$ cat src/rtl/memsys_pkg.sv
`default_nettype none

// shared widths and bus structs for the memory side

package memsys_pkg;

  // ************************************************************
  // widths
  // ************************************************************

  // one word of address, byte-free addressing
  localparam int unsigned addr_w = 8;

  // one word of data
  localparam int unsigned data_w = 32;

  // arbiter ports
  // port 0 is the host, port 1 is the fill engine
  localparam int unsigned n_clients = 2;

  // ************************************************************
  // request and response
  // ************************************************************

  // request from a client toward the memory, 41 bits
  typedef struct packed {
    // 1 = write, 0 = read
    logic              we;
    // word address
    logic [addr_w-1:0] addr;
    // write data, ignored on reads
    logic [data_w-1:0] wdata;
  } mem_req_t;

  // read response from the memory, 33 bits
  typedef struct packed {
    // high for one cycle, the cycle after the read
    logic              rvalid;
    // word read back
    logic [data_w-1:0] rdata;
  } mem_rsp_t;

endpackage

`default_nettype wire

$ cat src/rtl/fill_engine.sv
`default_nettype none

// pattern fill, writes seed + offset to base + offset

module fill_engine
  import memsys_pkg::*;
(
  input  logic              clk_bufg,
  input  logic              rst_tmp,
  input  logic              fill_start,
  input  logic [addr_w-1:0] fill_base,
  input  logic [addr_w:0]   fill_len,
  input  logic [data_w-1:0] fill_seed,
  output logic              fill_busy,
  output logic              fill_done,
  output logic              req_valid,
  output mem_req_t          req,
  input  logic              grant
);

  // captured fill job, payload only
  logic [addr_w-1:0] base_r;
  logic [addr_w:0]   len_r;
  logic [data_w-1:0] seed_r;

  // offset into the range, 0 to len - 1
  logic [addr_w:0]   off_r;
  logic [addr_w:0]   off_nxt;
  logic              last;
  logic              accept;

  assign accept  = fill_start && !fill_busy;
  assign off_nxt = off_r + 1'b1;
  // this grant covers the final address
  assign last    = (off_nxt == len_r);

  // ************************************************************
  // control
  // ************************************************************

  // counter moves only on grant, contention just stretches the fill
  // zero length skips the busy phase and reports done at once
  always_ff @(posedge clk_bufg or posedge rst_tmp) begin
    if (rst_tmp) begin
      fill_busy <= 1'b0;
      fill_done <= 1'b0;
      off_r     <= '0;
    end else begin
      fill_done <= 1'b0;
      if (accept) begin
        off_r <= '0;
        if (fill_len == '0) begin
          fill_done <= 1'b1;
        end else begin
          fill_busy <= 1'b1;
        end
      end else if (fill_busy && grant) begin
        if (last) begin
          fill_busy <= 1'b0;
          fill_done <= 1'b1;
        end else begin
          off_r <= off_nxt;
        end
      end
    end
  end

  // ************************************************************
  // job capture and request
  // ************************************************************

  always_ff @(posedge clk_bufg) begin
    if (accept) begin
      base_r <= fill_base;
      len_r  <= fill_len;
      seed_r <= fill_seed;
    end
  end

  assign req_valid = fill_busy;
  assign req.we    = 1'b1;
  // address wraps at 256 through the 8 bit add
  assign req.addr  = base_r + off_r[addr_w-1:0];
  assign req.wdata = seed_r + data_w'(off_r);

endmodule

`default_nettype wire

$ cat config.mk
export PLATFORM = sky130hd
export DESIGN_NAME = fill_engine
export DESIGN_NICKNAME = d
export VERILOG_FILES = /design/src/rtl/memsys_pkg.sv /design/src/rtl/fill_engine.sv
export SDC_FILE = /design/constraint.sdc
export NUM_CORES = 1
export LEC_CHECK = 0
export CAP_MARGIN = 20
export CORE_MARGIN = 2
export CORE_UTILIZATION = 58
export CTS_BUF_LIST = sky130_fd_sc_hd__clkbuf_4
export CTS_CLUSTER_DIAMETER = 100
export DETAILED_ROUTE_END_ITERATION = 10
export DONT_BUFFER_PORTS = 1
export PLACE_DENSITY = 0.72
export SLEW_MARGIN = 10
export SYNTH_ARGS = -nofsm -noshare
export SYNTH_HDL_FRONTEND = slang
export SYNTH_SLANG_ARGS = --single-unit
$ cat constraint.sdc
create_clock -name clk_bufg -period 5 [get_ports clk_bufg]
set_input_delay 1 -clock clk_bufg [delete_from_list [all_inputs] [get_ports clk_bufg]]
set_output_delay 1 -clock clk_bufg [all_outputs]
set_load 0.1 [all_outputs]
Word-level counts from Yosys, hierarchy flattened
Cells that the tools add are included.
{"block": "word_totals", "register_bits": 60, "in_bits": 53, "output_inout_bits": 44}
{"block": "classes", "n_addsub": 3, "n_eq_ne": 3, "mux": 11, "reduce_logical": 8}
{"operator": "$add A32 B9 Y32", "count": 1}
{"operator": "$mux W9", "count": 3}
{"operator": "$add A9 B1 Y9 const B", "count": 1}
{"operator": "$eq A9 B9 Y1", "count": 1}
{"operator": "$logic_not A9 Y1", "count": 1}
{"operator": "$add A8 B8 Y8", "count": 1}
{"operator": "$mux W1", "count": 8}
{"operator": "$reduce_bool A2 Y1", "count": 2}
{"operator": "$reduce_and A3 Y1", "count": 1}
{"operator": "$logic_and A1 B1 Y1", "count": 2}
{"operator": "$ne A2 B1 Y1 const B", "count": 1}
{"operator": "$ne A2 B2 Y1 const B", "count": 1}
{"operator": "$reduce_and A2 Y1", "count": 1}
{"operator": "$logic_not A1 Y1", "count": 1}

Logic depth before layout (Yosys ltp)
{"block": "logic_depth", "depth_word": 5, "mapped_depth": 9, "mapped_depth_nobuf": 9}

Worst setup path before layout
OpenSTA, ideal clock, no wires.
{"block": "synth_timing", "path_type": "reg-to-output", "from": "register off_r[0]", "to": "output port req[16] (netlist bit)", "arrival_ns": 3.589, "path_slack_ns": 0.411, "path_stages_with_launch": 9, "n_path_buf": 0, "path_cell_list": "dfrtp_1 > ha_1 > fa_1 > a21o_1 > a21oi_1 > o21bai_1 > a211oi_1 > nor4bb_1 > xor2_1"}
{"item": "from (decl)", "line_no": "fill_engine.sv:27", "rtl": "logic [addr_w:0] off_r;"}
{"item": "from (signal assigned)", "line_no": "fill_engine.sv:62", "rtl": "off_r <= off_nxt;"}
{"item": "to (decl)", "line_no": "fill_engine.sv:17", "rtl": "output mem_req_t req,"}

==> impl_metrics.csv <==
group,metric,value,unit
drt,ant_nets,0,
yosys,synthFlopType,"edfxtp_1",
critical_path,critPathKind,"register to output pin",
sta,rsz0062_at_grt,"no",
yosys,yosysTopAreaCellShare,41.61,%
drt,wl_per_cell,17.39,um
power,ir_drop,0.4142,mV
critical_path,critPathArrivalTime,3.56,ns
yosys,postSynthNetCount,380,
sta,finalSetupViolCount,0,
critical_path,crit_required,4.00,ns
yosys,synth_seq_cells,60,
sta,fin_crit_sh,91.26,%
floorplanning,core,5921,um^2
outcome,outcome,"finished clean",
final_layout,num-nets-final,417,
final_layout,syn_to_final_growth,20.21,%
drt,drt_iter0_drc,198,
clock_tree,cts_max_path_buffers,2,
critical_path,critPathMaxFanout,9,
drt,first_pass_iters,5,
drt,route.vias.total,2561,
clock_tree,cts_tree,"yes",
place,hpwl,5651,um
yosys,synthTopCellsByCount,"49 x edfxtp_1, 26 x xnor2_1, 21 x xor2_1, 18 x nand2_1, 18 x nand4_1",
clock_tree,postCtsSetupRepairBufs,0,
yosys,synthTopCellsByArea,"edfxtp_1 42%, dfrtp_1 7.8%, xnor2_1 6.4%",
clock_tree,cts_hold_buf,0,
yosys,yosysWarnings,0,
yosys,synth_area,3536,um^2
final_layout,nFillCells,412,
grt,overflow,0,
drt,drc_errors,0,
clock_tree,cts_root_buf,"clkbuf_4",
power,p_per_area,344.1,nW/um^2
floorplanning,fp.dieW,82.08,um
clock_tree,htreeDepth,3,
sta,fmax,219.1,MHz
sta,fin_skew,0.006624,ns
yosys,syn-instance-count,308,
place,portBuffers,0,
sta,period_needed,4.563,ns
yosys,yosys.area.top_type,"edfxtp_1",
floorplanning,io-pin-count,97,
clock_tree,cts_buffers,9,
drt,viasPerCell,6.026,
grt,track_usage,23.23,%
clock_tree,clock_sinks,60,
floorplanning,die_height,82.08,um
place,gp_congestion,0.8246,
yosys,synth_cell_types,48,
grt,grt_pass1_wl,11430,um
drt,routed_wl,7389,um
clock_tree,clk_transition_reported_paths,0.09,ns
sta,maxSlewViolCount,0,
yosys,yosysSeqAreaShare,49.40,%
power,power_leakage,1.706,nW
floorplanning,initial_core_util,59.72,%
grt,grt_max_degree,50,
floorplanning,die_area,6737,um^2
critical_path,reg2reg_depth,6,
hold_path,hold_path_class,"input pin to asynchronous set/reset pin",
sta,setup_tns,0,ns
grt,antenna_found_initial,0,
yosys,synth_edf_count,49,
yosys,synth.avg_cell_area,11.48,um^2
critical_path,crit_path_start_kind,"register",
sta,slew_headroom,20.38,%
clock_tree,clk_latency,0.40,ns
sta,hold_viol,0,
yosys,synthArstFlopShare,18.33,%
run,maxCapViolations,0,
critical_path,endpoint_kind,"output pin",
sta,hold_slack,0.4874,ns
final_layout,antennaDiodeCount,0,
final_layout,drive_gt1_share,27.14,%
sta,tightestPinTransition,1.193,ns
floorplanning,row_count,28,
grt,grt_pass1_vias,2460,
clock_tree,cts_resized,0,
yosys,synth.most_common_cell,"edfxtp_1",
[registers in the layout, summed over array words and instances (netlist names)]
| name | cells |
|---|---|
| seed_r | 32 |
| len_r | 9 |
| off_r | 9 |
| base_r | 8 |
| fill_busy | 1 |
| fill_done | 1 |
[per-stage QoR]
stage / cell area [um^2] / setup slack [ns] / total power [mW] / utilization (%) / std cells
2_1_floorplan: 3536 / 0.4108 / 1.053 / - / 308
3_3_place_gp: 4114 / 0.9525 / 1.133 / 69.48 / 409
3_5_place_dp: 4114 / 0.9077 / 1.143 / 69.48 / 409
4_1_cts: 4250 / 0.4457 / 1.472 / 71.79 / 425
5_1_grt: 4250 / 0.2069 / 1.516 / 71.79 / 425
6_report: 4250 / 0.4368 / 1.463 / 71.79 / 425
[layout by cell type, fill, tap and decap left out, types with 11 or more instances in the layout]
master | Yosys | final
edfxtp_1 | 49 | 49
buf_4 | 2 | 34
a21oi_1 | 12 | 12
nand4_1 | 18 | 18
xnor2_2 | 0 | 19
nor2_1 | 15 | 15
xor2_2 | 0 | 17
nand2_1 | 18 | 18
clkbuf_4 | 0 | 11
ha_1 | 17 | 17
[worst max-delay path, cell delays in order (launching register included)]
cell	delay, ns
dfrtp_1	0.49
ha_1	0.27
fa_1	0.43
a21o_1	0.19
a21oi_1	0.30
o21bai_1	0.12
a211oi_1	0.69
nor3_1	0.20
xor2_2	0.16
buf_4	0.30
[layout make-up]
cell class | count | area (um^2) | area share (%)
Sequential cell | 60 | 1748 | 41.12
Clock buffer | 11 | 82.58 | 1.943
Clock inverter | 5 | 53.80 | 1.266
Multi-Input combinational cell | 229 | 1976 | 46.48
Tap cell | 75 | 93.84 | 2.208
Timing Repair Buffer | 34 | 255.2 | 6.005
Inverter | 11 | 41.29 | 0.9714
[cell families (layout without fill, tap and decap cells)]
| family | Yosys count | in the layout | share of synthesized area, % |
|---|---|---|---|
| xor gates and xnor gates | 48 | 48 | 12.28 |
| AOI/OAI and AO/OA | 54 | 54 | 11.32 |
| other | 1 | 1 | 0.1061 |
| DFF | 60 | 60 | 49.40 |
| and+or+nand+nor | 104 | 104 | 16.52 |
| buffers and inverters | 19 | 61 | 2.371 |
| adders and majority gates | 19 | 19 | 7.148 |
| muxes | 3 | 3 | 0.8493 |
[routing by layer]
layer | vias up | global-route usage, % | part of all wire [%]
li1 | 1214 | - | -
met1 | 1237 | 30.17 | 43
met2 | 99 | 36.50 | 49
met3 | 11 | 7.582 | 7.4
met4 | 0 | 8.500 | 1.2
met5 | - | 0 | 0
[power breakdown]
group          internal (mW)  switching, mW
registers              0.550         0.0321
logic                  0.122          0.425
clock network          0.161          0.172
total                  0.834          0.629
[path summary, 6_finish.rpt]
kind / from / slack (ns) / to
min in group clk_bufg: off_r[8] / 0.61 / off_r[8]
worst min-delay path: rst_tmp / 0.49 / off_r[0]
worst max-delay path: off_r[0] / 0.44 / req[12]
max in group asynchronous: rst_tmp / 4.17 / fill_busy
worst max register to register: off_r[3] / 2.44 / off_r[8]
worst min register to register: off_r[8] / 0.61 / off_r[8]
(Power assumes the default switching activity.)
