### src/rtl/rst_sequencer.sv
`default_nettype none

// reset sequencer for the half-rate logic
// asserts asynchronously, releases a fixed number of edges later

module rst_sequencer #(
  parameter int RST_ACT_LOW  = 1,
  parameter int RST_SYNC_NUM = 15
) (
  input  logic clk_bufg,
  input  logic sys_rst,
  input  logic pll_lock,
  input  logic iodelay_ctrl_rdy,
  output logic rstdiv0
);

  // half of the full-rate count, rounded up
  // so the divided clock never leaves reset before the fast one
  localparam int RST_DIV_SYNC_NUM = (RST_SYNC_NUM + 1) / 2;

  logic                        sys_rst_act_hi;
  logic                        rst_tmp;
  logic [RST_DIV_SYNC_NUM-1:0] rstdiv0_sync_r;

  // ************************************************************
  // reset sources
  // ************************************************************

  // bring the system reset to active high
  assign sys_rst_act_hi = (RST_ACT_LOW != 0) ? ~sys_rst : sys_rst;

  // hold reset until the clock manager is locked
  // and the delay controller reports ready
  assign rst_tmp = sys_rst_act_hi | ~pll_lock | ~iodelay_ctrl_rdy;

  // ************************************************************
  // release stretch
  // ************************************************************

  // all ones while any source is active, no clock needed
  // after release zeros march toward the last stage,
  // one stage per edge
  always_ff @(posedge clk_bufg or posedge rst_tmp) begin
    if (rst_tmp) begin
      rstdiv0_sync_r <= '1;
    end else begin
      rstdiv0_sync_r <= rstdiv0_sync_r << 1;
    end
  end

  // last stage drops on edge number RST_DIV_SYNC_NUM
  assign rstdiv0 = rstdiv0_sync_r[RST_DIV_SYNC_NUM-1];

endmodule

`default_nettype wire

### config.mk
export PLATFORM = sky130hd
export DESIGN_NAME = rst_sequencer
export DESIGN_NICKNAME = d
export VERILOG_FILES = /design/src/rtl/rst_sequencer.sv
export SDC_FILE = /design/constraint.sdc
export NUM_CORES = 1
export LEC_CHECK = 0
export BUFFER_PORTS_ARGS = -buffer_cell sky130_fd_sc_hd__buf_2
export CORE_AREA = 2 2 39 41
export DETAILED_ROUTE_END_ITERATION = 7
export DIE_AREA = 0 0 41 43
export SYNTH_ARGS = -nofsm -noshare
export SYNTH_HDL_FRONTEND = slang
export SYNTH_SLANG_ARGS = --single-unit
### constraint.sdc
create_clock -name clk_bufg -period 1 [get_ports clk_bufg]
set_input_delay 0.15 -clock clk_bufg [delete_from_list [all_inputs] [get_ports clk_bufg]]
set_output_delay 0.15 -clock clk_bufg [all_outputs]
set_load 0.02 [all_outputs]
# --- Word level (Yosys, flattened, before mapping) ---
# Cells that the tools add are included.
totals:
  inputBits: 4
  elab_cells: 6
  reg_bits: 8
  out_inout_bits: 1
classes:
  bitwise: 5
ops:
  columns: ["operator", "n"]
  rows:
  - ["1-bit inverter", 3]
  - ["1-bit OR", 2]

# --- Depth between registers and ports, before layout ---
# Gate-level depths: netlist of run 1.
depth:
  ltp_word: 3
  ltp_mapped: 1
  mapped_depth_nobuf: 1

# --- Worst setup path after synthesis of run 1 ---
# OpenSTA, ideal clock, no wires.
synth_path:
  path_type: "flip-flop to output port"
  from: "register rstdiv0_sync_r[7]"
  to: "output port rstdiv0"
  arrival_ps: 554
  path_buffers: 0
  required_time_ps: 850
  path_stages_with_launch: 1
  path_slack_ps: 296
  cell_sequence: "dfstp_2"
synth_lines:
  columns: ["element", "line", "rtl"]
  rows:
  - ["start, declared", "23", "logic [RST_DIV_SYNC_NUM-1:0] rstdiv0_sync_r;"]
  - ["start signal, assigned", "47", "rstdiv0_sync_r <= rstdiv0_sync_r << 1;"]
  - ["end, declared", "14", "output logic rstdiv0"]
# No word-level cell between the ends.

# --- Final worst setup path of run 1 ---
layout_path:
  from: "register rstdiv0_sync_r[7]"
  to: "output port rstdiv0"
# No word-level cell between the ends.

==> flow_summary.ini, run 1 <==
[outcome]
status = complete, but fails checks
violations = negative setup slack

[timing]
finalMaxSlewViolations = 0
rsz0062_at_grt = true
min_period_ns = 1.02
timing.final.ws_setup_ns = -0.0222
finalClockSkew_ns = 0.00242
timing.fmax_mhz = 978
hold_slack_ns = 0.177
final_hold_viol_count = 0
period_share_pct = 102
setup_violations = 1

[synthesis]
synth_area_leaders = dfstp_2, and3_1, conb_1
synth_nets = 14
synth_top_area_cell = dfstp_2
synth_flop_cell = dfstp_2
ys_seq_area_share_pct = 95.5
synthCells = 10
synth_commonest_cells = dfstp_2, and3_1, conb_1
ys_warn_count = 0
async_flop_share_pct = 100
netlist_area_um2 = 220
ys_types = 3
yosysMostFrequentCell = dfstp_2
synth_seq_cells = 8
syn_avg_cell_area_um2 = 22.0
synth_top_area_share_pct = 95.5
synth_edf_count = 0

[worst_setup_path]
worstSetupEndpoint = rstdiv0
cp_slowest_cell = dfstp_2
rrSetupSlack_ns = 0.43
cp.arrival_ns = 0.87
cpPeakStageDelay_ns = 0.52
cp-startpoint = rstdiv0_sync_r[7]
crit_fanout = 1
end_kind = output pin
r2r-end = rstdiv0_sync_r[6]
cp_cell_sequence = buf_6
rr_worst_depth = 0
crit_path_start_kind = flip-flop
timing.rr.start = rstdiv0_sync_r[5]
path_delay_family = flip-flops
required_ns = 0.85
critPathKind = flip-flop to output pin
worstSetupPathDepth = 1
path_buf_inv = 1

[routing]
first_pass_iters = 1
first_iter_violations = 0
num_vias = 89
postRouteAntennaNets = 0
wl_per_cell_um = 8.33
drc = 0
routed_wl_um = 275
viasPerCell = 2.70

[floorplanning]
core_um2 = 1380
rows = 14
dieWidth_um = 41
dieArea_um2 = 1760
die_y_um = 43
ios = 5
start_util_pct = 15.9

[final_layout]
nFillCells = 144
largest_register_ffs = 8
fin_nets = 23
syn_to_final_growth_pct = 31.3
regMostFlops = rstdiv0_sync_r
top_regs = rstdiv0_sync_r: 8 flops
seqCellArea_um2 = 210
multi_input_area_um2 = 10.0
diodes = 0
layout-drive-gt1-share_pct = 88.2
instances_no_fill = 33

[run]
drv_cap = 0

[grt]
grt_pass1_wl_um = 476
grt_pass1_vias = 117
gr-total-overflow = 0
grt_antenna_before_repair = 0
grt_max_degree = 9
grtUsageTotal_pct = 4.99

[clock_tree]
cts.htree.levels = 1
clk_latency_ns = 0.25
cts_inserted_buffers = 3
cts_sinks = 8
cts_tree = yes
clockRootBuffer = clkbuf_4
clk_pin_slew_ns = 0.05
postCtsHoldBufs = 0
clock_tree.buffer_depth = 2

[power]
power_density_nw_per_um2 = 2100
power.internal_uw = 498
net-switching-power_uw = 110
power_frac_clock_pct = 38.1
power.share.sequential_pct = 58.9
power_frac_comb_pct = 2.9
ir_drop_mv = 0.534
p_leak_uw = 0.000123
swShare_pct = 18.0
power_uw = 608

[place]
gp_congestion = 0.615
place_ws_ns = 0.209
port_buffers = 4
dp.cells = 30

[hold_path]
hold_path_class = input port to async pin
-- cell usage in the layout (no fill, tap or decap) --
cell / n
conb_1: 1
and3_1: 1
buf_2: 3
clkbuf_4: 3
dfstp_2: 8
buf_6: 1
-- metal layers --
metal / GRT usage [%] / vias up / share of wire [%]
met4: 8.00 / 0 / 0
li1: - / 43 / -
met3: 3.14 / 0 / 8.7
met1: 6.08 / 41 / 54
met5: 0 / - / 0
met2: 4.06 / 5 / 37
-- through the flow --
step / area (um^2) / setup TNS [ns] / utilization (%)
after floorplan: 220 / 0 / -
after global routing: 289 / -0.0522 / 20.9
after detailed placement: 260 / 0 / 18.8
after global placement: 260 / 0 / 18.8
final: 289 / -0.0222 / 20.9
after CTS: 289 / -0.0393 / 20.9
-- what timing repair did --
action | 4_1_cts | 5_1_grt
buffers inserted | 0 | 0
gates resized for setup | 2 | 0
pin swaps | 0 | 0
setup endpoints to repair | 1 | 1
-- power by group through the flow --
| stage | combinational (uW) | sequential [uW] | clock (uW) |
|---|---|---|---|
| 2_1_floorplan | 4.57 | 363 | 0 |
| 3_3_place_gp | 14.8 | 361 | 0 |
| 3_5_place_dp | 15.8 | 362 | 0 |
| 4_1_cts | 18.2 | 359 | 250 |
| 5_1_grt | 20.2 | 360 | 270 |
| 6_report | 17.8 | 358 | 232 |
-- kinds of logic after synthesis --
| kind of cell | share of synthesized area (%) |
|---|---|
| DFF | 95.5 |
| other | 1.70 |
| and+or+nand+nor | 2.84 |
-- worst min path at each step --
| stage | start | to | slack [ns] | cells after the start |
|---|---|---|---|---|
| floorplan | pll_lock | rstdiv0_sync_r[0] | 0.32 | 1 |
| global placement | rstdiv0_sync_r[6] | rstdiv0_sync_r[7] | 0.35 | 0 |
| detailed placement | rstdiv0_sync_r[0] | rstdiv0_sync_r[1] | 0.35 | 0 |
| CTS | pll_lock | rstdiv0_sync_r[4] | 0.19 | 2 |
| global route | pll_lock | rstdiv0_sync_r[4] | 0.22 | 2 |
| finish | pll_lock | rstdiv0_sync_r[6] | 0.18 | 2 |
-- area by class of cell --
cell class                 count  area share, %
clock buffer                   3           7.79
tap                           16           6.93
multi-input combinational      2           3.46
timing repair buffer           4           9.09
sequential                     8           72.7
Note: power is estimated with default switching activity, not from simulation.
==> inputs of run 2 (changes only) <==
--- a/config.mk
+++ b/config.mk
@@ -9,6 +9,7 @@
 export CORE_AREA = 2 2 39 41
 export DETAILED_ROUTE_END_ITERATION = 7
 export DIE_AREA = 0 0 41 43
+export PLACE_DENSITY = 0.37
 export SYNTH_ARGS = -nofsm -noshare
 export SYNTH_HDL_FRONTEND = slang
 export SYNTH_SLANG_ARGS = --single-unit
==> flow_summary.ini, run 2 (synthesized netlist as in run 1, its figures left out) <==
[worst_setup_path]
cpPeakStageDelay_ns = 0.52
cp_slowest_cell = dfstp_2
critPathKind = flip-flop to output pin
required_ns = 0.85
end_kind = output pin
rr_worst_depth = 0
cp.arrival_ns = 0.87
crit_path_start_kind = flip-flop
timing.rr.start = rstdiv0_sync_r[5]
crit_fanout = 1
cp_cell_sequence = buf_6
rrSetupSlack_ns = 0.43
path_buf_inv = 1
path_delay_family = flip-flops
r2r-end = rstdiv0_sync_r[6]

[final_layout]
diodes = 0
final_common_cell = dfstp_2
nFillCells = 152
largest_register_ffs = 8
layout_common_cells = dfstp_2, clkbuf_4, buf_2
utilization_pct = 20.9
top_regs = rstdiv0_sync_r: 8 flops
syn_to_final_growth_pct = 31.3
layout-drive-gt1-share_pct = 88.2
fin_nets = 23
regMostFlops = rstdiv0_sync_r

[power]
ir_drop_mv = 0.733
power_frac_clock_pct = 37.4
power_uw = 599
p_leak_uw = 0.000123
swShare_pct = 17.0
power_density_nw_per_um2 = 2070
power.internal_uw = 498
net-switching-power_uw = 102
power.share.sequential_pct = 59.7
power_frac_comb_pct = 2.9

[grt]
grt_antenna_before_repair = 0
gr-total-overflow = 0
grtUsageTotal_pct = 4.06
grt_max_degree = 9
grt_pass1_vias = 113
grt_pass1_wl_um = 400

[floorplanning]
start_util_pct = 15.9
rows = 14
ios = 5
dieArea_um2 = 1760
die_y_um = 43
dieWidth_um = 41
core_um2 = 1380

[routing]
num_vias = 102
routed_wl_um = 225
drc = 0
first_pass_iters = 2
viasPerCell = 3.09
wirelength_met1_um = 87
wl_per_cell_um = 6.82
first_iter_violations = 2
postRouteAntennaNets = 0
met3RoutedLength_um = 33
top_layer_used = met3
wl_met2_um = 104

[place]
gp_congestion = 0.509
place_ws_ns = 0.210
port_buffers = 4

[clock_tree]
cts.htree.levels = 1
cts_inserted_buffers = 3
cts_tree = yes
postCtsSetupRepairBufs = 0
clockRootBuffer = clkbuf_4
clock_tree.buffer_depth = 2
clk_pin_slew_ns = 0.05
cts_sinks = 8
clk_latency_ns = 0.24

[outcome]
violations = negative setup slack
status = complete, but fails checks

[hold_path]
hold_path_class = input port to async pin

[timing]
timing.fmax_mhz = 985
setup_violations = 1
finalMaxSlewViolations = 0
period_share_pct = 102
final_hold_viol_count = 0
timing.final.ws_setup_ns = -0.0155
min_period_ns = 1.02
rsz0062_at_grt = true
finalClockSkew_ns = 0.00318

[run]
drv_cap = 0
run 2: cell counts in the layout (fill, tap and decap cells not counted):
Identical to the previous run, type by type.
run 2: layout make-up:
| cell class | count | area (um^2) | share of cell area, % |
|---|---|---|---|
| sequential | 8 | 210 | 72.7 |
| multi-input combinational | 2 | 10.0 | 3.46 |
| clock buffer | 3 | 22.5 | 7.79 |
| timing repair buffer | 4 | 26.3 | 9.09 |
| tap | 16 | 20.0 | 6.93 |
run 2: through the flow:
stage	cell area [um^2]	setup TNS (ns)	std cells	hold slack [ns]
after CTS	289	-0.0295	33	0.199
final	289	-0.0155	33	0.179
after floorplan	220	0	10	0.315
after global placement	260	0	30	0.347
after detailed placement	260	0	30	0.347
after global routing	289	-0.0501	33	0.217
run 2: worst max-delay path by stage:
stage / slack (ns) / depth (start not counted) / startpoint / end
after global routing: -0.05 / 1 / rstdiv0_sync_r[7] / rstdiv0
after CTS: -0.03 / 1 / rstdiv0_sync_r[7] / rstdiv0
after global placement: 0.21 / 1 / rstdiv0_sync_r[7] / rstdiv0
after detailed placement: 0.21 / 1 / rstdiv0_sync_r[7] / rstdiv0
final: -0.02 / 1 / rstdiv0_sync_r[7] / rstdiv0
after floorplan: 0.30 / 0 / rstdiv0_sync_r[7] / rstdiv0
run 2: power by group through the flow:
stage	Sequential, uW	Combinational [uW]	Clock, uW
floorplan	363	4.57	0
global placement	361	14.9	0
detailed placement	362	15.6	0
CTS	359	18.0	241
global route	360	19.9	261
finish	358	17.4	224
run 2: per-layer routing:
layer / track usage [%] / vias up
met5: 0 / -
met4: 2.00 / 0
li1: - / 44
met2: 5.00 / 5
met3: 6.28 / 0
met1: 3.00 / 53
run 2: timing repair:
action,4_1_cts,5_1_grt
resized for setup,2,0
setup endpoints to repair,1,1
hold buffers,0,0
