**config.mk**
```make
export PLATFORM = sky130hd
export DESIGN_NAME = host_port
export DESIGN_NICKNAME = d
export VERILOG_FILES = /design/src/rtl/memsys_pkg.sv /design/src/rtl/host_port.sv
export SDC_FILE = /design/constraint.sdc
export NUM_CORES = 1
export LEC_CHECK = 0
export ABC_AREA = 1
export BUFFER_PORTS_ARGS = -buffer_cell sky130_fd_sc_hd__buf_2
export CORE_MARGIN = 3
export CORE_UTILIZATION = 36
export DETAILED_ROUTE_END_ITERATION = 16
export PLACE_DENSITY = 0.8
export SETUP_SLACK_MARGIN = 0.4
export SYNTH_ARGS = -nofsm -noshare
export SYNTH_HDL_FRONTEND = slang
export SYNTH_SLANG_ARGS = --single-unit
```
**constraint.sdc**
```tcl
create_clock -name clk_bufg -period 2.4 [get_ports clk_bufg]
set_clock_uncertainty 0.15 [all_clocks]
set_input_delay 0.12 -clock clk_bufg [delete_from_list [all_inputs] [get_ports clk_bufg]]
set_output_delay 0.12 -clock clk_bufg [all_outputs]
set_load 0.02 [all_outputs]
```
**src/rtl/memsys_pkg.sv**
```systemverilog
`default_nettype none

// shared widths and bus structs for the memory side

package memsys_pkg;

  // ************************************************************
  // widths
  // ************************************************************

  // one word of address, byte-free addressing
  localparam int unsigned addr_w = 8;

  // one word of data
  localparam int unsigned data_w = 32;

  // arbiter ports
  // port 0 is the host, port 1 is the fill engine
  localparam int unsigned n_clients = 2;

  // ************************************************************
  // request and response
  // ************************************************************

  // request from a client toward the memory, 41 bits
  typedef struct packed {
    // 1 = write, 0 = read
    logic              we;
    // word address
    logic [addr_w-1:0] addr;
    // write data, ignored on reads
    logic [data_w-1:0] wdata;
  } mem_req_t;

  // read response from the memory, 33 bits
  typedef struct packed {
    // high for one cycle, the cycle after the read
    logic              rvalid;
    // word read back
    logic [data_w-1:0] rdata;
  } mem_rsp_t;

endpackage

`default_nettype wire

```
**src/rtl/host_port.sv**
```systemverilog
`default_nettype none

// host client, one command at a time

module host_port
  import memsys_pkg::*;
(
  input  logic              clk_bufg,
  input  logic              rst_tmp,
  input  logic              host_cmd_valid,
  input  mem_req_t          host_cmd,
  output logic              host_busy,
  output logic              host_rdata_valid,
  output logic [data_w-1:0] host_rdata,
  output logic              req_valid,
  output mem_req_t          req,
  input  logic              grant,
  input  mem_rsp_t          rsp
);

  // captured command, payload only
  mem_req_t cmd_r;
  // request still waiting for its grant
  logic     pend_r;
  // read granted, response not yet back
  logic     rd_wait_r;
  logic     accept;

  // new command only while idle
  assign accept = host_cmd_valid && !host_busy;

  // ************************************************************
  // control
  // ************************************************************

  // busy covers capture, grant wait and the read return
  // a write finishes at the grant edge, a read when its data lands
  always_ff @(posedge clk_bufg or posedge rst_tmp) begin
    if (rst_tmp) begin
      host_busy        <= 1'b0;
      pend_r           <= 1'b0;
      rd_wait_r        <= 1'b0;
      host_rdata_valid <= 1'b0;
    end else begin
      host_rdata_valid <= 1'b0;
      if (accept) begin
        host_busy <= 1'b1;
        pend_r    <= 1'b1;
      end else if (pend_r && grant) begin
        pend_r <= 1'b0;
        if (cmd_r.we) begin
          host_busy <= 1'b0;
        end else begin
          rd_wait_r <= 1'b1;
        end
      end else if (rd_wait_r && rsp.rvalid) begin
        rd_wait_r        <= 1'b0;
        host_busy        <= 1'b0;
        host_rdata_valid <= 1'b1;
      end
    end
  end

  // ************************************************************
  // payload
  // ************************************************************

  always_ff @(posedge clk_bufg) begin
    if (accept) begin
      cmd_r <= host_cmd;
    end
    // arbiter only raises rvalid here for our own read
    if (rd_wait_r && rsp.rvalid) begin
      host_rdata <= rsp.rdata;
    end
  end

  // held unchanged until granted
  assign req_valid = pend_r;
  assign req       = cmd_r;

endmodule

`default_nettype wire

```
After elaboration in Yosys (flattened, before gate mapping)

Index checks and enable logic that the tools add are counted.

Output and inout port bits: 76
Logic and storage cells: 31
Register bits after elaboration: 77

Equal/unequal tests: 2
Reductions and logical operators: 9
Bitwise operators: 1
Multiplexer cells: 11

Operator list:

| kind                                          | number |
|---|---|
| two-way mux 1 bit                             | 11 |
| nonzero test 2 bit                            | 2 |
| logical AND 1 bit                             | 3 |
| inequality test 3 bit (second input constant) | 1 |
| AND reduction 3 bit                           | 1 |
| nonzero test 3 bit                            | 1 |
| inequality test 2 bit (second input constant) | 1 |
| AND reduction 2 bit                           | 1 |
| zero test 1 bit                               | 1 |
| NOT 1 bit                                     | 1 |

Logic depth before layout (Yosys ltp)

Gate-level depths: netlist (run 1).

Word-level depth: 4
Gate-level depth with buffers: 5
Depth with buffers taken out: 5

Worst setup path after synthesis (run 1)

OpenSTA, ideal clock, no wires.

Path type: reg-to-reg
Start point: reg host_busy
End point: reg cmd_r (netlist bit req[0]) (enable)
Cell stages (with the launch flop): 4
Data required time: 1.854 ns
Arrival time: 1.434 ns
Period minus slack after synthesis: 1.980 ns
Path slack: 0.420 ns
Cell sequence: dfrtp_1 inv_1 nand2_2 inv_1

Word-level cells in the longest chain between the ends: 2

RTL lines:

| item                   | line            | RTL |
|---|---|---|
| from (decl)            | host_port.sv:12 | `output logic host_busy,` |
| from (signal assigned) | host_port.sv:40 | `host_busy <= 1'b0;` |
| from (signal assigned) | host_port.sv:47 | `host_busy <= 1'b1;` |
| from (signal assigned) | host_port.sv:52 | `host_busy <= 1'b0;` |
| zero test 1 bit        | host_port.sv:30 | `assign accept = host_cmd_valid && !host_busy;` |
| logical AND 1 bit      | host_port.sv:30 |  |
| net accept             | host_port.sv:27 | `logic accept;` |
| to (signal assigned)   | host_port.sv:70 | `cmd_r <= host_cmd;` |
| to (decl)              | host_port.sv:22 | `mem_req_t cmd_r;` |

The timed path passes the listed nets, and every way through them passes these cells.
A chain may end at the register's enable or synchronous reset.

Worst setup path in the final report (run 1)

Start point: reg host_busy
End point: reg cmd_r (netlist bit req[39]) (enable)

Same word-level chain as after synthesis.

==> flow_summary.ini, run 1 <==
[run_status]
status = finished clean

[die]
initial_core_util = 0.386
rows = 28
die-area_um2 = 7610
core_um2 = 6170
io_pins = 154
die_h_um = 87.3
die_w_um = 87.3

[final_layout]
seq_area_um2 = 2290
final_layout_size_suffix_gt1_frac = 0.499
final_util = 0.684
nets = 418
area_growth_pct = 77.5
final_cell_mix = 153 x buf_2, 77 x dlygate4sd3_1, 73 x edfxtp_1
multi_input_area_um2 = 62.6
fill_cells = 383
insertedDiodeCount = 0
layout_commonest_cell = buf_2

[pwr]
p_int_mw = 2.52
p_leak_nw = 1.83
seqPwrFrac = 0.505
powerDensity_nw_per_um2 = 856
switching_share = 0.304
power_switching_mw = 1.10
irDropWorstVdd_mv = 0.630
clkPwrFrac = 0.268
power_frac_comb = 0.227

[place]
gp_congestion = 0.816
io_buffers = 153
dp_slack_ns = 0.837

[clock_network]
path_clk_slew_ns = 0.08
clkLatencyLatePin_ns = 0.34
ctsHtreeMaxLevel = 3
cts_resized = 0
clock_path_buffers = 2
cts_sinks = 77
numCtsBuffers = 9
cts_hold_buf = 77
cts.root.buffer_cell = clkbuf_8
cts_setup_buffers = 0
cts_tree = done

[flow_run]
max-cap-violations = 0

[global_route]
grt_use_met1 = 0.210
busiest_layer = met2
use_met2 = 0.350
antenna_found_initial = 0
first_global_vias = 2134
use_met3 = 0.110
grt_usage = 0.206
grt.overflow.total = 0
grt_max_degree = 42
grt_pass1_wl_um = 11200

[logic_synthesis]
ys_types = 9
netlist_area_um2 = 2380
yosys_warnings = 0
synth_area_per_cell_um2 = 24.5
syn_inst = 97
syn_nets = 175
seq_area_frac_synth = 0.964
ys_ff_latch = 77

[sta]
period_share = 0.705
slew_headroom = 0.656
finalMaxSlewViolations = 0
rsz0062_at_grt = no
period_minus_slack_ns = 1.69
setup_viol = 0
setup_slack_ns = 0.707
finalSetupTns_ns = 0
hold_viol = 0
worst_pin_slew_ns = 0.516
hold_slack_ns = 0.0888
max_freq_mhz = 591

[route]
routed_via_density = 4.53
num_vias = 1901
drt_iter0_markers = 71
post_drt_wl_per_cell_um = 17.9
ant_nets = 0
first_pass_iters = 4
drc_errors = 0
totalWireLength_um = 7530

[critical_path]
r2r-start = host_busy$_DFFE_PP0P_
worstSetupPathType = flip-flop to flip-flop
start_kind = flip-flop
crit_arrival_ns = 1.52
r2r_cells = 4
ff2ff_setup_slack_ns = 0.71
path_max_fanout = 41
worstReg2RegEnd = req[39]$_DFFE_PP_
crit_required_ns = 2.23
setup.worst_path.end_class = flip-flop

[worst_hold_path]
hold_class = input pin to asynchronous set/reset pin
-- cells by family (layout without fill, tap and decap cells) --
logic type | after synthesis | count (layout) | synth area share
and+or+nand+nor | 13 | 13 | 0.0242
AOI/OAI and AO/OA | 1 | 1 | 0.00210
buffers and inverters | 6 | 254 | 0.00947
DFF | 77 | 77 | 0.964
-- critical path: stages (launching register included) --
cell     delay [ns]
dfrtp_1        0.41
inv_1          0.10
nand2_2        0.09
inv_1          0.11
buf_4          0.45
-- state kept, by name (all words and copies together) (netlist names) --
| register | count |
|---|---|
| host_busy | 1 |
| host_rdata | 32 |
| host_rdata_valid | 1 |
| rd_wait_r | 1 |
| req | 41 |
| req_valid | 1 |
-- per-stage QoR --
step | instances | total power, mW | cell area [um^2]
4_1_cts | 420 | 3.60 | 4220
2_1_floorplan | 97 | 2.23 | 2380
3_5_place_dp | 327 | 2.53 | 3250
3_3_place_gp | 327 | 2.51 | 3250
5_1_grt | 420 | 3.77 | 4220
6_report | 420 | 3.61 | 4220
-- power groups by stage --
stage	clock network (mW)	logic (mW)	registers (mW)
global route	1.06	0.875	1.84
CTS	0.987	0.800	1.81
detailed placement	0	0.694	1.84
floorplan	0	0.135	2.09
global placement	0	0.681	1.82
finish	0.967	0.820	1.83
-- cell usage after synthesis, drive strengths merged --
library cell  number  area [um^2]
edfxtp            73         2190
dfrtp              4          100
nand4              1         6.26
o21ai              1         5.00
nor2               1         3.75
inv                6         22.5
nand2              8         32.5
nand3              3         15.0
-- worst max-delay path by stage --
| stage | startpoint | endpoint | cells past startpoint |
|---|---|---|---|
| floorplan | host_busy$_DFFE_PP0P_ | req[0]$_DFFE_PP_ | 3 |
| global placement | host_busy$_DFFE_PP0P_ | req[20]$_DFFE_PP_ | 4 |
| detailed placement | host_busy$_DFFE_PP0P_ | req[5]$_DFFE_PP_ | 4 |
| CTS | host_busy$_DFFE_PP0P_ | req[29]$_DFFE_PP_ | 4 |
| global route | host_busy$_DFFE_PP0P_ | req[3]$_DFFE_PP_ | 4 |
| finish | host_busy$_DFFE_PP0P_ | req[39]$_DFFE_PP_ | 4 |
-- final cells by class --
class	count	share of cell area
sequential	77	0.543
timing repair buffer	232	0.368
clock buffer	9	0.0294
tap	75	0.0222
clock inverter	7	0.0175
multi-input combinational	14	0.0148
inverter	6	0.00534
-- per-layer routing --
layer  vias to the layer above  wire length, um
met5                         -                0
met4                         0              166
met3                        12             1020
met2                       157             3800
met1                       875             2540
li1                        857                -
Note: power is estimated with default switching activity, not from simulation.
==> inputs of run 2 (changes only) <==
--- a/config.mk
+++ b/config.mk
@@ -10,7 +10,7 @@
 export CORE_MARGIN = 3
 export CORE_UTILIZATION = 36
 export DETAILED_ROUTE_END_ITERATION = 16
-export PLACE_DENSITY = 0.8
+export PLACE_DENSITY = 0.83
 export SETUP_SLACK_MARGIN = 0.4
 export SYNTH_ARGS = -nofsm -noshare
 export SYNTH_HDL_FRONTEND = slang
==> constraint.sdc (replaced) <==
create_clock -name clk_bufg -period 1.37 [get_ports clk_bufg]
set_clock_uncertainty 0.15 [all_clocks]
set_input_delay 0.0685 -clock clk_bufg [delete_from_list [all_inputs] [get_ports clk_bufg]]
set_output_delay 0.0685 -clock clk_bufg [all_outputs]
set_load 0.02 [all_outputs]
==> flow_summary.ini, run 2 (synthesis results as in run 1) <==
[route]
first_pass_iters = 5
routed_via_density = 4.58
num_vias = 2026
drc_errors = 0
totalWireLength_um = 9580
drt_iter0_markers = 128
post_drt_wl_per_cell_um = 21.7
ant_nets = 0

[final_layout]
insertedDiodeCount = 0
layout_commonest_cell = buf_6
final_cell_mix = 82 x buf_6, 77 x buf_2, 75 x dlygate4sd3_1
area_growth_pct = 115
nets = 440
final_layout_size_suffix_gt1_frac = 0.564
largest_reg_flops = 41
final_area_um2 = 5110

[worst_hold_path]
hold_class = input pin to asynchronous set/reset pin

[global_route]
grt_max_degree = 20
grt.overflow.total = 0
grt_pass1_wl_um = 12100
antenna_found_initial = 0
first_global_vias = 2233
grt_usage = 0.225

[place]
dp_hpwl_um = 4790
place_area_um2 = 3300
io_buffers = 153
gp_congestion = 0.778

[critical_path]
path_max_fanout = 7
cpPeakStageDelay_ns = 0.42
start_kind = flip-flop
setup.worst_path.end_class = flip-flop
crit_arrival_ns = 1.36
crit_buf_inv = 3
path_delay_family = buffers and inverters
slowest_stage = dfrtp_1
worstSetupPathType = flip-flop to flip-flop
crit_required_ns = 1.32
worstPathCellList = nand2_2 > clkinvlp_4 > buf_4 > buf_16

[clock_network]
cts_sinks = 77
numCtsBuffers = 9
cts_tree = done
ctsHtreeMaxLevel = 3
clkLatencyLatePin_ns = 0.33
path_clk_slew_ns = 0.09
clock_path_buffers = 2
cts.root.buffer_cell = clkbuf_8

[flow_run]
max-cap-violations = 0

[sta]
setup_slack_ns = -0.0370
rsz0062_at_grt = yes
max_freq_mhz = 711
hold_viol = 0
period_share = 1.03
hold_slack_ns = 0.0183
setup_viol = 34
finalMaxSlewViolations = 0
slew_headroom = 0.853
worst_pin_slew_ns = 0.221
period_minus_slack_ns = 1.41

[die]
die-area_um2 = 7610
die_h_um = 87.3
initial_core_util = 0.386
io_pins = 154
die_w_um = 87.3
core_um2 = 6170
rows = 28

[pwr]
powerDensity_nw_per_um2 = 1500
p_leak_nw = 2.15
irDropWorstVdd_mv = 1.22

[run_status]
status = complete, but fails checks
violations = negative setup slack
[run 2: cell types whose count changed in the layout (fill, tap and decap cells not counted), sizes merged]
cell         delta
clkbuf          +4
buf            +21
clkinv          -2
inv             -2
clkinvlp        +3
dlygate4sd3     -2
[run 2: final timing paths]
path                                                   end  slack, ns                  start  cells after the start
min in group clk_bufg                req_valid$_DFFE_PP0P_       0.06         host_cmd_valid                      5
worst max register to register    host_rdata[17]$_DFFE_PP_      -0.04  rd_wait_r$_DFFE_PP0P_                      4
worst min register to register       rd_wait_r$_DFFE_PP0P_       0.54  rd_wait_r$_DFFE_PP0P_                      3
worst min-delay path            host_rdata_valid$_DFF_PP0_       0.02                rst_tmp                      3
max in group asynchronous            req_valid$_DFFE_PP0P_       0.85                rst_tmp                      3
worst max-delay path              host_rdata[17]$_DFFE_PP_      -0.04  rd_wait_r$_DFFE_PP0P_                      4
[run 2: layout make-up]
cell class,count,area (um^2)
clock buffer,10,128
clock inverter,6,71.3
fill,285,1060
inverter,6,30.0
multi-input combinational,14,93.8
sequential,77,2290
tap,75,93.8
timing repair buffer,254,2390
[run 2: report_power, final]
| group | switching (mW) | internal, mW |
|---|---|---|
| Combinational | 1.19 | 1.44 |
| Clock | 0.865 | 0.856 |
| Sequential | 0.226 | 3.07 |
[run 2: what timing repair did]
action / 4_1_cts / 5_1_grt
hold endpoints to repair: 81 / 0
resized for setup: 78 / 94
endpoints found under the setup margin: 152 / 153
hold buffers: 75 / 0
pin swaps: 1 / 4
cloned: 4 / 5
buffers inserted: 7 / 7
[run 2: stage by stage]
| stage | utilization | TNS (ns) | setup WS (ns) | total power, mW | cells |
|---|---|---|---|---|---|
| final | 0.828 | -0.494 | -0.0370 | 7.65 | 442 |
| after global routing | 0.828 | -1.47 | -0.0674 | 7.91 | 442 |
| after detailed placement | 0.536 | 0 | 0.0232 | 4.55 | 328 |
| after floorplan | - | -15.25 | -0.305 | 3.94 | 97 |
| after global placement | 0.536 | 0 | 0.0815 | 4.49 | 328 |
| after CTS | 0.756 | 0 | 0.0214 | 6.96 | 430 |
[run 2: worst register-to-register path, cell delays in order, from the launching register on]
cell        delay, ns
dfrtp_1          0.42
nand2_2          0.11
clkinvlp_4       0.17
buf_4            0.19
buf_16           0.14
[run 2: layer usage]
layer	track usage	share of wire	vias up
met1	0.212	0.30	996
met4	0.113	0.026	0
met3	0.0511	0.048	21
li1	-	-	904
met5	0	0	-
met2	0.442	0.63	105
