===== config.mk =====
export PLATFORM = sky130hd
export DESIGN_NAME = mem_arbiter
export DESIGN_NICKNAME = d
export VERILOG_FILES = /design/src/rtl/memsys_pkg.sv /design/src/rtl/mem_arbiter.sv
export SDC_FILE = /design/constraint.sdc
export NUM_CORES = 1
export LEC_CHECK = 0
export ABC_AREA = 1
export BUFFER_PORTS_ARGS = -buffer_cell sky130_fd_sc_hd__buf_4
export CORE_AREA = 10 10 80 82
export CTS_BUF_LIST = sky130_fd_sc_hd__clkbuf_2
export DETAILED_ROUTE_END_ITERATION = 12
export DIE_AREA = 0 0 90 92
export GPL_TIMING_DRIVEN = 0
export PLACE_DENSITY = 0.88
export SETUP_SLACK_MARGIN = 0.02
export SKIP_CTS_REPAIR_TIMING = 1
export SLEW_MARGIN = 20
export SYNTH_ARGS = -nofsm -noshare
export SYNTH_HDL_FRONTEND = slang
export SYNTH_SLANG_ARGS = --single-unit

===== constraint.sdc =====
create_clock -name clk_bufg -period 1.2 [get_ports clk_bufg]
set_input_delay 0.12 -clock clk_bufg [delete_from_list [all_inputs] [get_ports clk_bufg]]
set_output_delay 0.12 -clock clk_bufg [all_outputs]
set_load 0.01 [all_outputs]

===== src/rtl/memsys_pkg.sv =====
`default_nettype none

// shared widths and bus structs for the memory side

package memsys_pkg;

  // ************************************************************
  // widths
  // ************************************************************

  // one word of address, byte-free addressing
  localparam int unsigned addr_w = 8;

  // one word of data
  localparam int unsigned data_w = 32;

  // arbiter ports
  // port 0 is the host, port 1 is the fill engine
  localparam int unsigned n_clients = 2;

  // ************************************************************
  // request and response
  // ************************************************************

  // request from a client toward the memory, 41 bits
  typedef struct packed {
    // 1 = write, 0 = read
    logic              we;
    // word address
    logic [addr_w-1:0] addr;
    // write data, ignored on reads
    logic [data_w-1:0] wdata;
  } mem_req_t;

  // read response from the memory, 33 bits
  typedef struct packed {
    // high for one cycle, the cycle after the read
    logic              rvalid;
    // word read back
    logic [data_w-1:0] rdata;
  } mem_rsp_t;

endpackage

`default_nettype wire


===== src/rtl/mem_arbiter.sv =====
`default_nettype none

// round-robin arbiter in front of the single-port memory
// grants at most one client per cycle and steers read data back

module mem_arbiter
  import memsys_pkg::*;
(
  input  logic                           clk_bufg,
  input  logic                           rst_tmp,
  input  logic     [n_clients-1:0]       req_valid,
  input  mem_req_t [n_clients-1:0]       req,
  output logic     [n_clients-1:0]       grant,
  output logic                           mem_en,
  output mem_req_t                       mem_req,
  input  mem_rsp_t                       mem_rsp,
  output mem_rsp_t [n_clients-1:0]       rsp
);

  // port granted most recently
  logic last_port;
  // port whose read is in flight in the memory
  logic rd_owner;

  // ************************************************************
  // grant select
  // ************************************************************

  // combinational, same cycle as the request
  // on a tie the port not served last wins
  always_comb begin
    unique case (req_valid)
      2'b01:   grant = 2'b01;
      2'b10:   grant = 2'b10;
      2'b11:   grant = last_port ? 2'b01 : 2'b10;
      default: grant = 2'b00;
    endcase
  end

  // one client reaches the memory per cycle
  assign mem_en  = |grant;
  assign mem_req = grant[1] ? req[1] : req[0];

  // ************************************************************
  // round-robin and read ownership state
  // ************************************************************

  // last_port starts at 1 so the host goes first after reset
  // rd_owner only moves on a granted read, so a response
  // still returning keeps its owner for exactly one more cycle
  always_ff @(posedge clk_bufg or posedge rst_tmp) begin
    if (rst_tmp) begin
      last_port <= 1'b1;
      rd_owner  <= 1'b0;
    end else if (mem_en) begin
      last_port <= grant[1];
      if (!mem_req.we) begin
        rd_owner <= grant[1];
      end
    end
  end

  // ************************************************************
  // response routing
  // ************************************************************

  // data goes to every port, rvalid only to the owner
  always_comb begin
    for (int i = 0; i < n_clients; i++) begin
      rsp[i].rvalid = mem_rsp.rvalid && (rd_owner == 1'(i));
      rsp[i].rdata  = mem_rsp.rdata;
    end
  end

endmodule

`default_nettype wire


---- Yosys cells after proc, flatten, opt, wreduce, memory -nomap -nowiden ----
Cells that the tools add are included.
word-level totals
  flip-flop bits (word level) ............. 2
  input bits .............................. 119
  output and inout bits ................... 110
operators by class
  equality and inequality tests ........... 3
  mux-type cells .......................... 3
  bitwise operators ....................... 2
  reductions and logical operators ........ 4
operator list
  operator                                                               count
  41-bit two-way mux                                                     1
  2-bit case mux with 3 select lines                                     1
  2-bit equality test, second input constant                             2
  2-bit by 1-bit equality test with 1-bit output, second input constant  1
  1-bit logical AND                                                      2
  2-bit two-way mux                                                      1
  1-bit inverter                                                         2
  2-bit AND reduction                                                    1
  2-bit OR reduction                                                     1

---- Depth between registers and ports, before layout ----
Gate-level depths: netlist of the first run.
  depth in word-level cells ............... 5
  depth in mapped cells ................... 6

---- Least setup slack after synthesis of the first run ----
Ideal clock, no wire load.
  path kind ............................... reg-to-output
  start point ............................. register last_port
  end point ............................... output mem_req[31] in the netlist's numbering
  arrival time ............................ 1.008 ns
  data required time ...................... 1.080 ns
  slack ................................... 0.072 ns
  stages on the path, launching flop included .. 7
  path buffers ............................ 1
  path through ............................ dfstp_2 > nand2_1 > nand2_4 > inv_4 > buf_6 > nand2_1 > nand2_1
RTL lines
  item                    RTL line           source
  start, declared         mem_arbiter.sv:21  logic last_port;
  start signal, assigned  mem_arbiter.sv:56  last_port <= grant[1];
  end, declared           mem_arbiter.sv:15  output mem_req_t mem_req,

==> flow_metrics.py, run 1 <==
metrics = {
    "critical_path": {
        "max_stage_delay_ns": 0.54,
        "crit_type": "reg -> out",
        "start_kind": "flop",
        "crit_path_max_fanout": 8,
        "reg2reg_depth": 7,
        "cp_data_arrival_time_ns": 1.39,
        "r2r_slack_ns": 0.08,
        "r2r_start": "last_port",
        "cp.depth": 7,
        "path_cells": "nand2_4 -> nand2_8 -> inv_8 -> clkbuf_16 -> nand2_1 -> nand2_1 -> buf_4",
        "cp_num_buf_inv": 3,
        "crit_family": "flip-flops",
        "crit_path_start": "last_port",
        "critPathSlowestCell": "dfstp_2",
        "cp_common_cell": "nand2_1",
        "worstPathRequired_ns": 1.08,
        "cp-endpoint": "mem_req[35]",
        "r2r-end": "rd_owner",
        "cp-end-kind": "output port",
    },
    "placement": {
        "post-dp-hpwl_mm": 6.52,
        "dpl.cell_count": 479,
        "port_buffers": 196,
        "gp_congestion": 0.704,
        "post-place-ws_ns": -0.146,
    },
    "timing": {
        "worstMarginPinSlew_ns": 0.166,
        "slew_headroom_pct": 88.8,
        "fin_crit_sh_pct": 126,
        "maxSlewViolCount": 0,
        "hold_violations": 0,
        "layout_min_cycle_time_ns": 1.51,
        "max_freq_mhz": 663,
        "finClkSkew_ns": 0.0129,
        "whs_ns": 0.126,
        "rsz0062_at_grt": "yes",
        "setup_viol": 42,
        "timing.final.ws_setup_ns": -0.309,
    },
    "route": {
        "num_vias": 1942,
        "ant_nets": 0,
        "drc_errors": 0,
        "initialDrtViolationCount": 33,
        "wl_mm": 7.32,
        "viasPerCell": 3.98,
        "dr.pass1.iters": 4,
        "wire_per_inst_um": 15.0,
    },
    "floorplanning": {
        "dieHeight_um": 92,
        "rows": 26,
        "dieArea_mm2": 0.00828,
        "die_x_um": 90,
        "core_mm2": 0.00491,
        "io_pins": 229,
        "initial_core_util_pct": 23.4,
    },
    "pwr": {
        "power_w": 0.00150,
        "power_density_mw_per_mm2": 526,
        "p_leak_nw": 1.80,
        "ir_worst_vdd_mv": 0.257,
    },
    "yosys": {
        "synthesis.area_mm2": 0.00115,
        "yosys_warnings": 0,
        "synth_cell_types": 14,
        "ys_seq_area_share_pct": 4.46,
        "netlist_instances": 213,
        "synth.avg_cell_area_um2": 5.40,
        "ys_seq_elements": 2,
        "synth_nets": 332,
    },
    "clock_tree": {
        "clockBufferDepth": 2,
        "cts_max_level": 1,
        "clkLatencyLatePin_ns": 0.21,
        "cts-root-buf": "clkbuf_2",
        "path_clk_slew_ns": 0.03,
        "cts_tree": "built",
        "cts_sinks": 2,
        "cts_buffers": 3,
    },
    "grt": {
        "grt_usage_pct": 15.0,
        "grt_max_degree": 11,
        "grt_pass1_vias": 2000,
        "antenna_found_initial": 0,
        "grt_pass1_wl_mm": 10.4,
        "grt_overflow": 0,
    },
    "outcome": {
        "violations": "setup timing",
        "outcome": "finished, violations left",
    },
    "cells_and_area": {
        "final_cells": 488,
        "layout-drive-gt1-share_pct": 68.4,
        "fin_nets": 538,
        "num_antenna_cells": 0,
        "syn2layout_area_growth_pct": 148,
    },
    "min_path": {
        "hp-class": "in -> reg",
    },
    "flow_run": {
        "drv_cap": 0,
    },
}
==> cell usage in the layout, fill, tap and decap left out <==
| cell type | netlist | routed |
|---|---|---|
| inv_1 | 4 | 4 |
| nand2_1 | 126 | 121 |
| a21boi_2 | 0 | 1 |
| nor2_1 | 1 | 1 |
| buf_8 | 0 | 4 |
| dlygate4sd3_1 | 0 | 1 |
| nand2_8 | 0 | 1 |
| dfrtp_1 | 1 | 1 |
| o21ai_0 | 1 | 1 |
| nand3_1 | 2 | 2 |
| buf_6 | 4 | 4 |
| clkbuf_16 | 0 | 1 |
| buf_4 | 68 | 263 |
| or2_1 | 1 | 1 |
| or2_2 | 1 | 1 |
| dfstp_2 | 1 | 1 |
| nand2_4 | 1 | 1 |
| clkbuf_2 | 0 | 4 |
| inv_8 | 0 | 1 |
| nand2_2 | 0 | 4 |
==> cell type report <==
class	instances	area (um2)
well taps	70	87.6
repair buffers	201	1530
clock buffers	4	20.0
inverters	5	26.3
flip-flops and latches	2	51.3
multi-input cells	134	553
fillers	456	2060
plain buffers	72	582
==> report_power, final <==
group / switching, W / internal, W
logic: 0.000510 / 0.000763
clock network: 0.0000526 / 0.0000875
registers: 0.00000745 / 0.0000790
==> registers in the layout (all words and copies together) (netlist names) <==
| name | cells |
|---|---|
| last_port | 1 |
| rd_owner | 1 |
==> Yosys cell counts <==
cell type / count / area share (%)
dfrtp_1: 1 / 2.2
nand2_1: 126 / 41
buf_4: 68 / 44
or2_1: 1 / 0.54
nand2_4: 1 / 0.98
a21boi_0: 1 / 0.65
o21ai_0: 1 / 0.43
dfstp_2: 1 / 2.3
inv_1: 4 / 1.3
nand3_1: 2 / 0.87
buf_6: 4 / 3.9
nor2_1: 1 / 0.33
inv_4: 1 / 0.54
or2_2: 1 / 0.54
==> worst reg2reg max path, stage by stage (launching register included) <==
cell	delay (ns)
dfstp_2	0.54
nand2_4	0.07
nand2_8	0.12
buf_4	0.12
nand2_2	0.05
nand3_1	0.06
nand2_1	0.05
nand2_1	0.06
==> kinds of logic after synthesis <==
logic type | after synthesis | share of synthesized area (%)
AO/OA/AOI/OAI | 2 | 1.09
AND/OR/NAND/NOR | 132 | 44.3
flip-flops | 2 | 4.46
buffers and inverters | 77 | 50.1
==> per-stage QoR <==
| stage | utilization, % | instance area [um2] | setup TNS (ns) |
|---|---|---|---|
| after floorplan | - | 1150 | 0 |
| after global placement | 55.2 | 2710 | -3.77 |
| after detailed placement | 55.2 | 2710 | -4.59 |
| after CTS | 55.6 | 2730 | -14.22 |
| after global routing | 58.1 | 2850 | -14.96 |
| final | 58.1 | 2850 | -12.07 |
==> worst min path at each step <==
stage	from	end	slack, ns	cells after the start
after floorplan	rst_tmp	rd_owner	-0.14	1
after global placement	rst_tmp	rd_owner	-0.02	2
after detailed placement	rst_tmp	rd_owner	-0.01	2
after CTS	rst_tmp	rd_owner	-0.25	2
after global routing	req_valid[0]	last_port	0.13	2
final	req_valid[0]	last_port	0.13	2
==> per-layer routing <==
layer / part of all wire (%) / global-route usage [%]
met1: 33 / 14.1
met2: 53 / 29.0
met3: 12 / 7.01
met4: 1.0 / 3.58
met5: 0 / 0
(Power assumes the default switching activity.)
==> run 2: changes to the inputs <==
clock period = 1.8 ns   (was 1.2 ns; I/O delays follow)
==> run 2 against run 1 <==
  * The run now ends clean
  * Via count down 1.1%
  * Routed wire length down 1.9%
  * Sequential share of layout area up 0.074 points
  * Highest routed layer unchanged
==> flow_metrics.py, run 2 (same netlist as run 1, synthesis figures left out) <==
metrics = {
    "outcome": {
        "outcome": "finished, final reports clean",
    },
    "route": {
        "wl_mm": 7.18,
        "initialDrtViolationCount": 20,
        "num_vias": 1920,
        "dr.pass1.iters": 4,
        "drc_errors": 0,
        "ant_nets": 0,
        "wire_per_inst_um": 14.8,
        "viasPerCell": 3.97,
    },
    "timing": {
        "finClkSkew_ns": 0.0122,
        "fin_crit_sh_pct": 88.6,
        "maxSlewViolCount": 0,
        "slew_headroom_pct": 87.6,
        "hold_violations": 0,
        "fin_setup_tns_ns": 0,
        "worstMarginPinSlew_ns": 0.185,
        "whs_ns": 0.163,
        "rsz0062_at_grt": "no",
        "setup_viol": 0,
        "layout_min_cycle_time_ns": 1.59,
        "max_freq_mhz": 627,
    },
    "critical_path": {
        "crit_type": "reg -> out",
        "worstPathRequired_ns": 1.62,
        "reg2reg_depth": 4,
        "crit_path_max_fanout": 10,
        "cp_data_arrival_time_ns": 1.41,
        "cp-end-kind": "output port",
        "start_kind": "flop",
        "r2r-end": "last_port",
        "r2r_start": "last_port",
        "r2r_slack_ns": 0.67,
    },
    "grt": {
        "grt_busiest_layer": "met2",
        "grtUsageMet2_pct": 29.0,
        "grtUsageMet3_pct": 7.01,
        "grt_pass1_vias": 2000,
        "grt_pass1_wl_mm": 10.4,
        "grt_max_degree": 11,
        "antenna_found_initial": 0,
        "grt_overflow": 0,
        "grt_usage_pct": 15.0,
        "use_met1_pct": 14.1,
    },
    "clock_tree": {
        "cts_tree": "built",
        "cts_buffers": 3,
        "path_clk_slew_ns": 0.03,
        "cts_max_level": 1,
        "cts_sinks": 2,
        "cts-root-buf": "clkbuf_2",
        "clockBufferDepth": 2,
        "clkLatencyLatePin_ns": 0.21,
    },
    "floorplanning": {
        "io_pins": 229,
        "dieHeight_um": 92,
        "die_x_um": 90,
        "dieArea_mm2": 0.00828,
        "rows": 26,
        "initial_core_util_pct": 23.4,
        "core_mm2": 0.00491,
    },
    "placement": {
        "port_buffers": 196,
        "gp_congestion": 0.704,
        "dpl_cell_area_mm2": 0.00271,
        "post-dp-hpwl_mm": 6.52,
    },
    "min_path": {
        "hold_end": "last_port",
        "hp-class": "in -> reg",
        "min_from": "req_valid[0]",
        "holdPathStages": 2,
    },
    "cells_and_area": {
        "final_common_cell": "buf_4",
        "design_area_mm2": 0.00274,
        "layout-drive-gt1-share_pct": 66.7,
        "syn2layout_area_growth_pct": 138,
        "fin_nets": 534,
        "num_antenna_cells": 0,
        "reg.largest.list": "last_port: 1 flops, rd_owner: 1 flops",
        "n_fill_cell": 470,
        "final_cell_mix": "buf_4 (264), nand2_1 (126), buf_6 (4), inv_1 (4), clkbuf_2 (4)",
    },
    "pwr": {
        "p_leak_nw": 1.76,
        "ir_worst_vdd_mv": 0.170,
        "power_w": 0.000953,
        "power_density_mw_per_mm2": 348,
    },
    "flow_run": {
        "drv_cap": 0,
    },
}
==> run 2: changes by cell type in the layout (fill, tap and decap cells not counted), sizes merged <==
cell	previous run	this run
clkbuf	5	4
buf	271	268
==> run 2: metrics by stage <==
step / cells / setup WS [ns] / util (%)
detailed placement: 479 / 0.394 / 55.2
global route: 484 / 0.104 / 55.8
CTS: 483 / 0.164 / 55.6
floorplan: 213 / 0.612 / -
finish: 484 / 0.205 / 55.8
global placement: 479 / 0.415 / 55.2
==> run 2: where the power goes <==
group	switching [W]	leakage, nW	total [W]	internal, W
clock	0.0000326	0.0166	0.0000910	0.0000583
sequential	0.00000360	0.0230	0.0000562	0.0000526
combinational	0.000326	1.72	0.000806	0.000481
==> run 2: worst max-delay path by stage <==
stage	start	cells after the start	slack (ns)	end
after floorplan	last_port	6	0.61	mem_req[31]
final	last_port	7	0.21	mem_req[32]
after detailed placement	last_port	7	0.39	mem_req[32]
after global routing	last_port	7	0.10	mem_req[37]
after CTS	last_port	7	0.16	mem_req[32]
after global placement	last_port	7	0.41	mem_req[32]
==> run 2: layout make-up <==
type	count	area (um2)	area share, %
repair buffers	197	1480	54.1
plain buffers	72	556	20.3
multi-input cells	134	523	19.1
well taps	70	87.6	3.20
flip-flops and latches	2	51.3	1.87
inverters	5	21.3	0.776
clock buffers	4	20.0	0.731
==> run 2: layer usage <==
metal	vias to the layer above	wire [um]
li1	969	-
met1	818	2370
met2	129	3880
met3	4	884
met4	0	43
met5	-	0
==> run 2: worst max-delay path, stage by stage (launching register included) <==
cell	delay [ns]
dfstp_2	0.52
nand2_1	0.10
nand2_4	0.13
inv_4	0.07
buf_6	0.14
nand2_1	0.06
nand2_1	0.05
buf_4	0.14
